<file path="src/common/lsu_settings.svh">
// lsu settings: datapath width, address width, memory size and slave read latency
`ifndef LSU_SETTINGS_SVH
`define LSU_SETTINGS_SVH

// ====================
// datapath
// ====================
// register and bus data width
`define LSU_XLEN 64
// byte address width
`define LSU_AW 64

// ====================
// memory slave
// ====================
// doublewords in the slave array, power of two
`define LSU_MEM_WORDS 256
// cycles from read address accept to read valid, at least 1
`define LSU_RD_LAT 2

`endif

</file>
<file path="src/common/lsu_pkg.sv">
// lsu types: width opcodes, channel states, request and writeback words
`include "lsu_settings.svh"

package lsu_pkg;

  // ====================
  // opcodes
  // ====================
  // load width, signed forms first
  typedef enum logic [2:0] {
    LD_B  = 3'd0,
    LD_H  = 3'd1,
    LD_W  = 3'd2,
    LD_D  = 3'd3,
    LD_BU = 3'd4,
    LD_HU = 3'd5,
    LD_WU = 3'd6
  } ld_width_e;

  // store width
  typedef enum logic [1:0] {
    ST_B = 2'd0,
    ST_H = 2'd1,
    ST_W = 2'd2,
    ST_D = 2'd3
  } st_width_e;

  // ====================
  // channel states
  // ====================
  typedef enum logic [1:0] {
    WR_IDLE = 2'd0,
    WR_DATA = 2'd1,
    WR_RESP = 2'd2
  } wr_state_e;

  typedef enum logic {
    RD_IDLE = 1'b0,
    RD_WAIT = 1'b1
  } rd_state_e;

  // okay response code on b and r
  localparam logic [1:0] AXI_RESP_OKAY = 2'b00;

  // one load or store request from the pipeline
  typedef struct packed {
    logic [`LSU_AW-1:0]   addr;
    logic [`LSU_XLEN-1:0] wdata;
    ld_width_e            ld_width;
    st_width_e            st_width;
    logic [4:0]           rd;
  } lsu_req_t;

  // register file writeback
  typedef struct packed {
    logic                 wen;
    logic [4:0]           rd;
    logic [`LSU_XLEN-1:0] data;
  } lsu_wb_t;

endpackage

</file>
<file path="src/lsu/lsu_store_align.sv">
// store alignment: places store data on its byte lanes and builds the byte strobe
`include "lsu_settings.svh"

module lsu_store_align (
  input  lsu_pkg::st_width_e    st_width_i,
  input  logic [2:0]            addr_lo_i,
  input  logic [`LSU_XLEN-1:0]  wdata_i,
  output logic [`LSU_XLEN-1:0]  data_o,
  output logic [`LSU_XLEN/8-1:0] strb_o
);
  import lsu_pkg::*;

  localparam int SB = `LSU_XLEN / 8;

  logic [SB-1:0] base_strb;
  logic          aligned;

  // low bytes move up to the addressed lane
  assign data_o = wdata_i << {addr_lo_i, 3'b000};

  always_comb begin
    case (st_width_i)
      ST_B: begin
        base_strb = SB'(8'h01);
        aligned   = 1'b1;
      end
      ST_H: begin
        base_strb = SB'(8'h03);
        aligned   = (addr_lo_i[0] == 1'b0);
      end
      ST_W: begin
        base_strb = SB'(8'h0f);
        aligned   = (addr_lo_i[1:0] == 2'b00);
      end
      default: begin
        base_strb = '1;
        aligned   = (addr_lo_i == 3'b000);
      end
    endcase
  end

  assign strb_o = base_strb << addr_lo_i;

  // natural alignment only, no lane wrap
  always_comb begin
    assert final (aligned)
      else $error("store offset %0d not aligned to width %s", addr_lo_i, st_width_i.name());
  end

endmodule

</file>
<file path="src/lsu/lsu_load_align.sv">
// load alignment: extracts the addressed field of a doubleword and extends it
`include "lsu_settings.svh"

module lsu_load_align (
  input  lsu_pkg::ld_width_e   ld_width_i,
  input  logic [2:0]           addr_lo_i,
  input  logic [`LSU_XLEN-1:0] rdata_i,
  output logic [`LSU_XLEN-1:0] data_o
);
  import lsu_pkg::*;

  logic [`LSU_XLEN-1:0] shifted;

  // addressed byte down to lane 0
  assign shifted = rdata_i >> {addr_lo_i, 3'b000};

  always_comb begin
    case (ld_width_i)
      // signed forms copy the field's top bit
      LD_B: begin
        data_o = {{(`LSU_XLEN-8){shifted[7]}}, shifted[7:0]};
      end
      LD_H: begin
        data_o = {{(`LSU_XLEN-16){shifted[15]}}, shifted[15:0]};
      end
      LD_W: begin
        data_o = {{(`LSU_XLEN-32){shifted[31]}}, shifted[31:0]};
      end
      // unsigned forms
      LD_BU: begin
        data_o = {{(`LSU_XLEN-8){1'b0}}, shifted[7:0]};
      end
      LD_HU: begin
        data_o = {{(`LSU_XLEN-16){1'b0}}, shifted[15:0]};
      end
      LD_WU: begin
        data_o = {{(`LSU_XLEN-32){1'b0}}, shifted[31:0]};
      end
      // full doubleword
      default: begin
        data_o = shifted;
      end
    endcase
  end

endmodule

</file>
<file path="src/lsu/lsu_core.sv">
// load/store unit with write and read channel FSMs, request capture and writeback
`include "lsu_settings.svh"

module lsu_core (
  input  logic                    clk,
  input  logic                    rst,
  input  lsu_pkg::lsu_req_t       req_i,
  input  logic                    ld_i,
  input  logic                    st_i,
  output lsu_pkg::lsu_wb_t        wb_o,
  output logic                    st_done_o,
  output logic [1:0]              st_resp_o,
  output logic                    aw_valid_o,
  output logic [`LSU_AW-1:0]      aw_addr_o,
  input  logic                    aw_ready_i,
  output logic                    w_valid_o,
  output logic [`LSU_XLEN-1:0]    w_data_o,
  output logic [`LSU_XLEN/8-1:0]  w_strb_o,
  input  logic                    w_ready_i,
  input  logic                    b_valid_i,
  input  logic [1:0]              b_resp_i,
  output logic                    b_ready_o,
  output logic                    ar_valid_o,
  output logic [`LSU_AW-1:0]      ar_addr_o,
  input  logic                    ar_ready_i,
  input  logic                    r_valid_i,
  input  logic [`LSU_XLEN-1:0]    r_data_i,
  input  logic [1:0]              r_resp_i,
  output logic                    r_ready_o
);
  import lsu_pkg::*;

  wr_state_e                wr_state_q, wr_state_d;
  logic                     aw_hold_q;
  logic [`LSU_AW-1:0]       aw_addr_q;
  logic [`LSU_XLEN-1:0]     w_data_q, st_data;
  logic [`LSU_XLEN/8-1:0]   w_strb_q, st_strb;
  logic [2:0]               st_lo;
  logic [1:0]               st_resp_q;
  rd_state_e                rd_state_q, rd_state_d;
  logic                     ar_hold_q;
  logic [`LSU_AW-1:0]       ar_addr_q;
  ld_width_e                ld_width_q;
  logic [4:0]               rd_q;
  logic [`LSU_XLEN-1:0]     ld_data;
  logic                     aw_hs, w_hs, b_hs, ar_hs, r_hs;

  assign aw_hs = aw_valid_o & aw_ready_i;
  assign w_hs  = w_valid_o & w_ready_i;
  assign b_hs  = b_valid_i & b_ready_o;
  assign ar_hs = ar_valid_o & ar_ready_i;
  assign r_hs  = r_valid_i & r_ready_o;

  // ====================
  // write channel
  // ====================
  // offset only matters in the strobe cycle
  assign st_lo = st_i ? req_i.addr[2:0] : 3'b000;

  lsu_store_align u_store_align (
    .st_width_i (req_i.st_width),
    .addr_lo_i  (st_lo),
    .wdata_i    (req_i.wdata),
    .data_o     (st_data),
    .strb_o     (st_strb)
  );

  // valid straight from the strobe and held until accepted
  assign aw_valid_o = st_i | aw_hold_q;
  assign aw_addr_o  = st_i ? req_i.addr : aw_addr_q;
  assign w_valid_o  = (wr_state_q == WR_DATA);
  assign w_data_o   = w_data_q;
  assign w_strb_o   = w_strb_q;
  assign b_ready_o  = (wr_state_q == WR_RESP);
  assign st_done_o  = b_hs;
  assign st_resp_o  = b_hs ? b_resp_i : st_resp_q;

  always_comb begin
    wr_state_d = wr_state_q;
    case (wr_state_q)
      WR_IDLE: if (aw_hs) wr_state_d = WR_DATA;
      WR_DATA: if (w_hs) wr_state_d = WR_RESP;
      WR_RESP: if (b_valid_i) wr_state_d = WR_IDLE;
      default: wr_state_d = WR_IDLE;
    endcase
  end

  always_ff @(posedge clk) begin
    if (rst) begin
      wr_state_q <= WR_IDLE;
      aw_hold_q  <= 1'b0;
      st_resp_q  <= AXI_RESP_OKAY;
    end else begin
      wr_state_q <= wr_state_d;
      if (aw_hs) begin
        aw_hold_q <= 1'b0;
      end else if (st_i) begin
        aw_hold_q <= 1'b1;
      end
      if (b_hs) begin
        st_resp_q <= b_resp_i;
      end
    end
  end

  always_ff @(posedge clk) begin
    if (st_i) begin
      aw_addr_q <= req_i.addr;
      w_data_q  <= st_data;
      w_strb_q  <= st_strb;
    end
  end

  // ====================
  // read channel
  // ====================
  assign ar_valid_o = ld_i | ar_hold_q;
  assign ar_addr_o  = ld_i ? req_i.addr : ar_addr_q;
  assign r_ready_o  = (rd_state_q == RD_WAIT);

  always_comb begin
    rd_state_d = rd_state_q;
    case (rd_state_q)
      RD_IDLE: if (ar_hs) rd_state_d = RD_WAIT;
      RD_WAIT: if (r_valid_i) rd_state_d = RD_IDLE;
      default: rd_state_d = RD_IDLE;
    endcase
  end

  always_ff @(posedge clk) begin
    if (rst) begin
      rd_state_q <= RD_IDLE;
      ar_hold_q  <= 1'b0;
    end else begin
      rd_state_q <= rd_state_d;
      if (ar_hs) begin
        ar_hold_q <= 1'b0;
      end else if (ld_i) begin
        ar_hold_q <= 1'b1;
      end
    end
  end

  always_ff @(posedge clk) begin
    if (ld_i) begin
      ar_addr_q  <= req_i.addr;
      ld_width_q <= req_i.ld_width;
      rd_q       <= req_i.rd;
    end
  end

  lsu_load_align u_load_align (
    .ld_width_i (ld_width_q),
    .addr_lo_i  (ar_addr_q[2:0]),
    .rdata_i    (r_data_i),
    .data_o     (ld_data)
  );

  // writeback in the R handshake cycle
  assign wb_o = '{wen: r_hs, rd: rd_q, data: ld_data};

  // ====================
  // protocol checks
  // ====================
  a_st_idle: assert property (@(posedge clk) disable iff (rst)
    st_i |-> (wr_state_q == WR_IDLE) && !aw_hold_q);
  a_ld_idle: assert property (@(posedge clk) disable iff (rst)
    ld_i |-> (rd_state_q == RD_IDLE) && !ar_hold_q);
  a_aw_hold: assert property (@(posedge clk) disable iff (rst)
    aw_valid_o && !aw_ready_i |=> aw_valid_o && $stable(aw_addr_o));
  // no error handling on the load path
  a_r_okay: assert property (@(posedge clk) disable iff (rst)
    r_hs |-> r_resp_i == AXI_RESP_OKAY);

endmodule

</file>
<file path="config.mk">
export PLATFORM = sky130hd
export DESIGN_NAME = lsu_core
export DESIGN_NICKNAME = d
export VERILOG_FILES = /design/src/common/lsu_pkg.sv /design/src/lsu/lsu_store_align.sv /design/src/lsu/lsu_load_align.sv /design/src/lsu/lsu_core.sv
export VERILOG_INCLUDE_DIRS = /design/src /design/src/common
export SDC_FILE = /design/constraint.sdc
export NUM_CORES = 1
export LEC_CHECK = 0
export BUFFER_PORTS_ARGS = -buffer_cell sky130_fd_sc_hd__buf_4
export CAP_MARGIN = 20
export CORE_AREA = 2 2 190 192
export DETAILED_ROUTE_END_ITERATION = 8
export DIE_AREA = 0 0 192 194
export PLACE_DENSITY = 0.69
export SLEW_MARGIN = 20
export SYNTH_ARGS = -nofsm -noshare
export SYNTH_HDL_FRONTEND = slang
export SYNTH_HIERARCHICAL = 1
export SYNTH_SLANG_ARGS = --single-unit
</file>
<file path="constraint.sdc">
create_clock -name clk -period 1.75 [get_ports clk]
set_input_delay 0.0875 -clock clk [delete_from_list [all_inputs] [get_ports clk]]
set_output_delay 0.0875 -clock clk [all_outputs]
set_load 0.005 [all_outputs]
</file>
==> results of run 1 <==
==> registers in the layout (all words and copies together), names as in the netlist, 2 cells and up <==
signal / flops
ar_addr_q: 64
st_resp_q: 2
ld_width_q: 3
rd_q: 5
aw_addr_q: 64
w_data_o: 64
w_strb_o: 8
wr_state_q: 2
==> power groups by stage <==
stage	registers, mW	logic [mW]	clock network (mW)
CTS	5.91	4.46	4.84
floorplan	5.98	1.83	0
detailed placement	6.01	4.10	0
global route	5.95	4.91	4.99
global placement	5.99	4.04	0
finish	5.90	4.60	4.70
==> routing by layer <==
layer | global-route usage, % | share of wire (%)
met5 | 0 | 0
met4 | 9.584 | 4.2
met3 | 5.104 | 8.8
met2 | 35.98 | 50
met1 | 23.01 | 37
==> logic make-up after synthesis <==
kind of cell    share of synthesized area (%)
simple gates                            10.67
flops                                   45.05
compound gates                          8.458
mux                                     30.61
buf+inv                                 5.222
==> area by class of cell <==
cell class	count	area share, %
timing repair buffer	731	33.53
multi-input combinational	628	31.30
sequential	215	27.86
clock buffer	37	3.825
tap	461	3.143
inverter	8	0.1773
clock inverter	4	0.1500
antenna	1	0.01364
==> cells in the final DEF, fill, tap and decap left out, drive strengths merged, types with 16 or more instances in the layout <==
cell type    instances
buf                603
mux2               144
dfxtp              135
dlygate4sd3        125
mux2i               93
edfxtp              80
nand2               60
o21ai               51
mux4                39
clkbuf              39
nor2                31
nand4               30
nor2b               26
and2                23
nand3               16
==> cell usage after synthesis (3+ instances only) <==
master and number:
dfxtp_1 135, mux2_2 132, mux2i_1 93, edfxtp_1 80, nand2_1 60, o21ai_0 43
mux4_2 38, nand4_1 30, nor2_1 30, buf_2 28, nor2b_1 25, and2_1 20
clkbuf_1 20, buf_6 15, buf_4 12, nand3_1 12, a211oi_1 11, a22oi_1 11
mux2_4 9, nand3b_1 9, o2bb2ai_1 9, a221oi_1 8, and3_1 8, o21a_1 8
o22a_1 8, o21ai_1 7, o221ai_2 7, buf_1 6, inv_1 6, o2111ai_1 5
nand2b_1 4, nand3_2 4, a21oi_1 3, and2_0 3, buf_8 3, mux2_1 3
or2_2 3
==> timing repair <==
item	in CTS	in global routing
hold buffers	125	0
hold endpoints to repair	195	0
pin swaps	2	4
setup buffers	13	9
gates cloned	2	2
endpoints found under the setup margin	64	68
gates resized for setup	18	35
==> path summary, 6_finish.rpt <==
| check | startpoint | endpoint | slack [ps] | depth (start not counted) |
|---|---|---|---|---|
| setup / recovery | ar_addr_q[1] | wb_o[13] | -890 | 6 |
| hold / removal | req_i[37] | w_data_o[35] | 20 | 4 |
| setup reg to reg | wr_state_q[0] | st_resp_q[1] | 110 | 4 |
| hold reg to reg | aw_addr_q[10] | aw_addr_q[10] | 470 | 1 |
==> worst min-delay path, stage by stage <==
cell and delay (ps):
buf_4 110, nand3b_1 70, o21ai_0 70, o21a_1 110
==> results.md, run 1 <==
- Fmax: 379.2 MHz
- Filler instances: 2999
- Number of CTS-inserted buffers: 23
- Register Area: around 0.0051 sq mm
- Area contributors post-synth: dfxtp_1 (24%), edfxtp_1 (21%), mux2_2 (13%), mux2i_1 (8.2%), mux4_2 (7.6%)
- Worst hold path type: primary input to flop
- Mean Syn Cell Area: approximately 12 sq um
- Critical path cell sequence: mux2i_2, mux4_2, or4_4, buf_16, o21ai_0, buf_4
- CTS tree: done
- P_leak: about 8.1 nW
- Final setup viols: 64
- Pre-CTS setup slack: -305.9 ps
- WS Path Type: flop to output port
- Failing checks: negative setup slack
- Clock Path Buffers: 3
- Initial core utilization: around 32%
- Total core area: 0.03522 sq mm
- Outcome: finished with violations
- P_int: 11.17 mW
- P per Cell Area: 828.4 mW/mm^2
- CTS root buf: clkbuf_16
- Clk sink count: 215
- Part of the power in combinational logic: 30.3%
- Port Buffers: 490
- Cells after Synth: 936
- Sequential share of the synthesized area: 45.05%
- Crit-path max cell delay: slightly above 500 ps
- H-tree lvl count: 1
- Clock-pin transition on the worst setup and hold timing paths: ~60 ps
- Total power: 15.20 mW
- GPL Wtd Cong: 0.9319
- Post-layout util: 52.10%
- Max_cap viols: 0
- I/O Pins: between 400 and 500
- WP data required: 1660 ps
- Post-synth ARST share: 0%
- FP Rows: 69
- Total number of vias: 10640
- Hold Vio Cnt, Final: 0
- Post-route ant nets: 0
- TritonRoute pass-1 iters: 5
- Post-synthesis net count: 1151
- Yosys top cell area share: roughly a quarter
- CP Capture Type: output port
- Die Height: 194 um
- Critical Path Source Type: flop
- Yosys top cell by area: dfxtp_1
- Max Slew Vio Count: 0
- Dpl cells: 1894
- Distinct cells, synth: 59
- Final Cell Area: 0.01835 sq mm
- Pin count of the biggest net entering global routing: 109
- WP buf/inv: 2
- Hpwl dp: 29560 um
- Final worst clock skew: ~2.8 ps
- Worst EP arrival: 2550 ps
- Dpl cell area: 0.01593 sq mm
- Vias per Instance: 5.103
- GR Overflow Total: 0
- Clock Latency Late Sink: approximately 510 ps
- Slew @ Worst Pin: 623.5 ps
- Routed Wire Length: 40840 um
- Area Growth Syn to Fin: 61.94%
- CP max-delay cell: or4_4
- Non-filler cells, final: ~2100
- Drt wl/cell: 19.59 um
- Seq pwr share: between 30 and 40%
- RSZ-0062 raised after global routing: yes
- Hold slack final: 20.88 ps
- Worst setup margin: -887.3 ps
- Initial antenna violation count: 1
- Ys flop type: dfxtp_1
- Worst Path Max Fanout: 14
- Sw Share: 26.53%
- Post-route DRC: 0
- Mapped cell area: around 0.011 sq mm
- Worst slew margin: 58.44%
- Die width: 192 um
- Clk pwr share: a little under a third
- Min Tclk post-route: 2637 ps
- Global-route wire length before repair: 60320 um
- Max VDD drop: 0.9736 mV
- Number of flops mapped to enable cells by yosys: 80
- Iter 0 DRT Violations: between 600 and 700
- Global-route usage over all layers: 20.45%
- Share of layout cells above drive strength 1: 53.48%
- CP top delay family: multiplexers
- Period utilisation layout: 150.7%
- Vias in the first global route: approximately 11000
- Synth Register Bits: 215
- Switch Pwr: 4.033 mW
- Area of the multi-input gates: 0.005744 sq mm
- Final net count: roughly 1800
- TNS Setup: -48340 ps
- Yosys warns: 6
- Die area: 0.03725 sq mm
Note: power is estimated with default switching activity, not from simulation.
==> run 2, diff against run 1 <==
CTS_BUF_LIST = sky130_fd_sc_hd__clkbuf_16   (was default)
HOLD_SLACK_MARGIN = 0.1   (was default)
==> results.md, run 2 (synthesis results as in run 1) <==
- Outcome: finished with violations (unchanged)
- Failing checks: negative setup slack (unchanged)
- Port Buffers: 490 (unchanged)
- Clock Path Buffers: 3 (unchanged)
- Register Area: 0.005112 sq mm (unchanged)
- Initial antenna violation count: 4 (was 1)
- Post-layout util: 52.76% (was 52.10%)
- Slew @ Worst Pin: 612.5 ps (was 623.5 ps)
- CP Capture Type: output port (unchanged)
- Number of CTS-inserted buffers: 23 (unchanged)
- Critical path cell sequence: mux2i_2, mux4_2, or4_4, buf_16, o21ai_0, buf_4 (unchanged)
- Most common cell after layout, fill and taps aside: buf_4 (unchanged)
- Pin count of the biggest net entering global routing: 109 (unchanged)
- GPL Wtd Cong: 0.9319 (unchanged)
- Post-route DRC: 0 (unchanged)
- Hold slack final: 137.8 ps (was 20.88 ps)
- Fmax: 384.8 MHz (was 379.2 MHz)
- Min Tclk post-route: 2599 ps (was 2637 ps)
- Period utilisation layout: 148.5% (was 150.7%)
- Filler instances: 2964 (was 2999)
- Global-route wire length before repair: 60960 um (was 60320 um)
- Final worst clock skew: 2.746 ps (was 2.838 ps)
- Total number of vias: 10780 (was 10640)
- Clock-pin transition on the worst setup and hold timing paths: 60 ps (about the same)
- Commonest non-fill, non-tap cells in the layout: buf_4 (571), dlygate4sd3_1 (152), dfxtp_1 (133), mux2_2 (132), mux2i_1 (86) (was buf_4 (571), dfxtp_1 (133), mux2_2 (132), dlygate4sd3_1 (125), mux2i_1 (87))
- Initial core utilization: 32.17% (unchanged)
- Share of layout cells above drive strength 1: 52.48% (was 53.48%)
- CTS root buf: clkbuf_16 (unchanged)
- Die width: 192 um (unchanged)
- Die area: 0.03725 sq mm (unchanged)
- Iter 0 DRT Violations: 655 (was 659)
- WP buf/inv: 2 (unchanged)
- Worst Path Max Fanout: 14 (unchanged)
- Worst hold path type: primary input to flop (unchanged)
- Clock Latency Late Sink: 510 ps (about the same)
- CP top delay family: multiplexers (unchanged)
- Post-route ant nets: 0 (unchanged)
- Max VDD drop: 0.9732 mV (was 0.9736 mV)
- Clk sink count: 215 (unchanged)
- Area Growth Syn to Fin: 64.01% (was 61.94%)
- CTS tree: done (unchanged)
- FP Rows: 69 (unchanged)
- Worst slew margin: 59.17% (was 58.44%)
- Worst setup margin: -848.7 ps (was -887.3 ps)
- CP max-delay cell: or4_4 (unchanged)
- Final net count: 1849 (was 1822)
- Area of the multi-input gates: 0.005753 sq mm (was 0.005744 sq mm)
- Vias per Instance: 5.095 (was 5.103)
- H-tree lvl count: 1 (unchanged)
- WS Path Type: flop to output port (unchanged)
- Global-route usage over all layers: 20.66% (was 20.45%)
- Max_cap viols: 0 (unchanged)
- RSZ-0062 raised after global routing: yes (unchanged)
- Vias in the first global route: 11040 (was 10950)
- GR Overflow Total: 0 (unchanged)
- Total core area: 0.03522 sq mm (unchanged)
- Hold Vio Cnt, Final: 0 (unchanged)
- P per Cell Area: 806.4 mW/mm^2 (was 828.4 mW/mm^2)
- TritonRoute pass-1 iters: 5 (unchanged)
- Final setup viols: 67 (was 64)
- Worst EP arrival: 2510 ps (was 2550 ps)
- WP data required: 1660 ps (about the same)
- Critical Path Source Type: flop (unchanged)
- Max Slew Vio Count: 0 (unchanged)
- Routed Wire Length: 41460 um (was 40840 um)
- Die Height: 194 um (unchanged)
- Crit-path max cell delay: 510 ps (about the same)
- Drt wl/cell: 19.60 um (was 19.59 um)
- I/O Pins: 493 (unchanged)
- TNS Setup: -48190 ps (was -48340 ps)
- Hpwl dp: 29560 um (unchanged)
- P_leak: 8.234 nW (was 8.111 nW)
## run 2: changes by cell type in the layout (fill, tap and decap cells not counted), sizes merged
cell / change
clkbuf: -13
diode: +3
inv: +11
clkinv: +2
dlygate4sd3: +27
## run 2: path summary, 6_finish.rpt
| path | start | endpoint | slack (ps) | depth (start not counted) |
|---|---|---|---|---|
| worst max-delay path | ar_addr_q[1] | wb_o[13] | -850 | 6 |
| worst min-delay path | ld_i | ar_addr_q[63] | 140 | 3 |
| worst max register to register | wr_state_q[0] | st_resp_q[0] | 110 | 4 |
| worst min register to register | aw_addr_q[10] | aw_addr_q[10] | 470 | 1 |
## run 2: per-layer routing
layer  vias up  global-route usage, %  wire, um
met5         -                      0         0
li1       4935                      -         -
met1      5159                  23.14     15300
met2       571                  36.61     20830
met3       110                  5.158      3736
met4         0                  9.415      1586
## run 2: final cells by class
class	count	share of cell area (%)
Clock buffer	24	3.231
Inverter	8	0.1750
Timing Repair Buffer	758	34.56
Tap cell	461	3.104
Multi-Input combinational cell	628	30.95
Sequential cell	215	27.51
Clock inverter	17	0.4107
Antenna cell	4	0.05386
## run 2: what timing repair did
action                                  4_1_cts  5_1_grt
pin swaps                                     2        3
buffers inserted                             13        9
endpoints found under the hold margin       222       11
cloned                                        2        2
hold buffers                                151        2
gates resized for setup                      18       37
endpoints found under the setup margin       64       75
## run 2: where the power goes
part           internal (mW)  leakage, nW  switching [mW]  total [mW]
clock network           2.47        0.371            1.95        4.42
logic                   2.72         5.95            1.94        4.66
registers               5.74         1.92           0.161        5.90
total                   10.9         8.23            4.05        15.0
## run 2: through the flow
step                      setup slack, ps  instance area (sq um)  std cells  power (mW)
final                              -848.7                  18590       2115       14.99
after global routing                -1020                  18590       2115       15.63
after CTS                          -852.0                  18340       2101       14.98
after detailed placement           -305.9                  15930       1894       10.10
after global placement             -232.3                  15930       1894       10.03
after floorplan                    -139.1                  11350        936       7.811
## run 2: worst reg2reg max path, stage by stage, from the launching register on
cell and delay [ps]:
dfxtp_1 370, nand3b_4 180, mux2_4 310, dlygate4sd3_1 560, nor2b_1 130
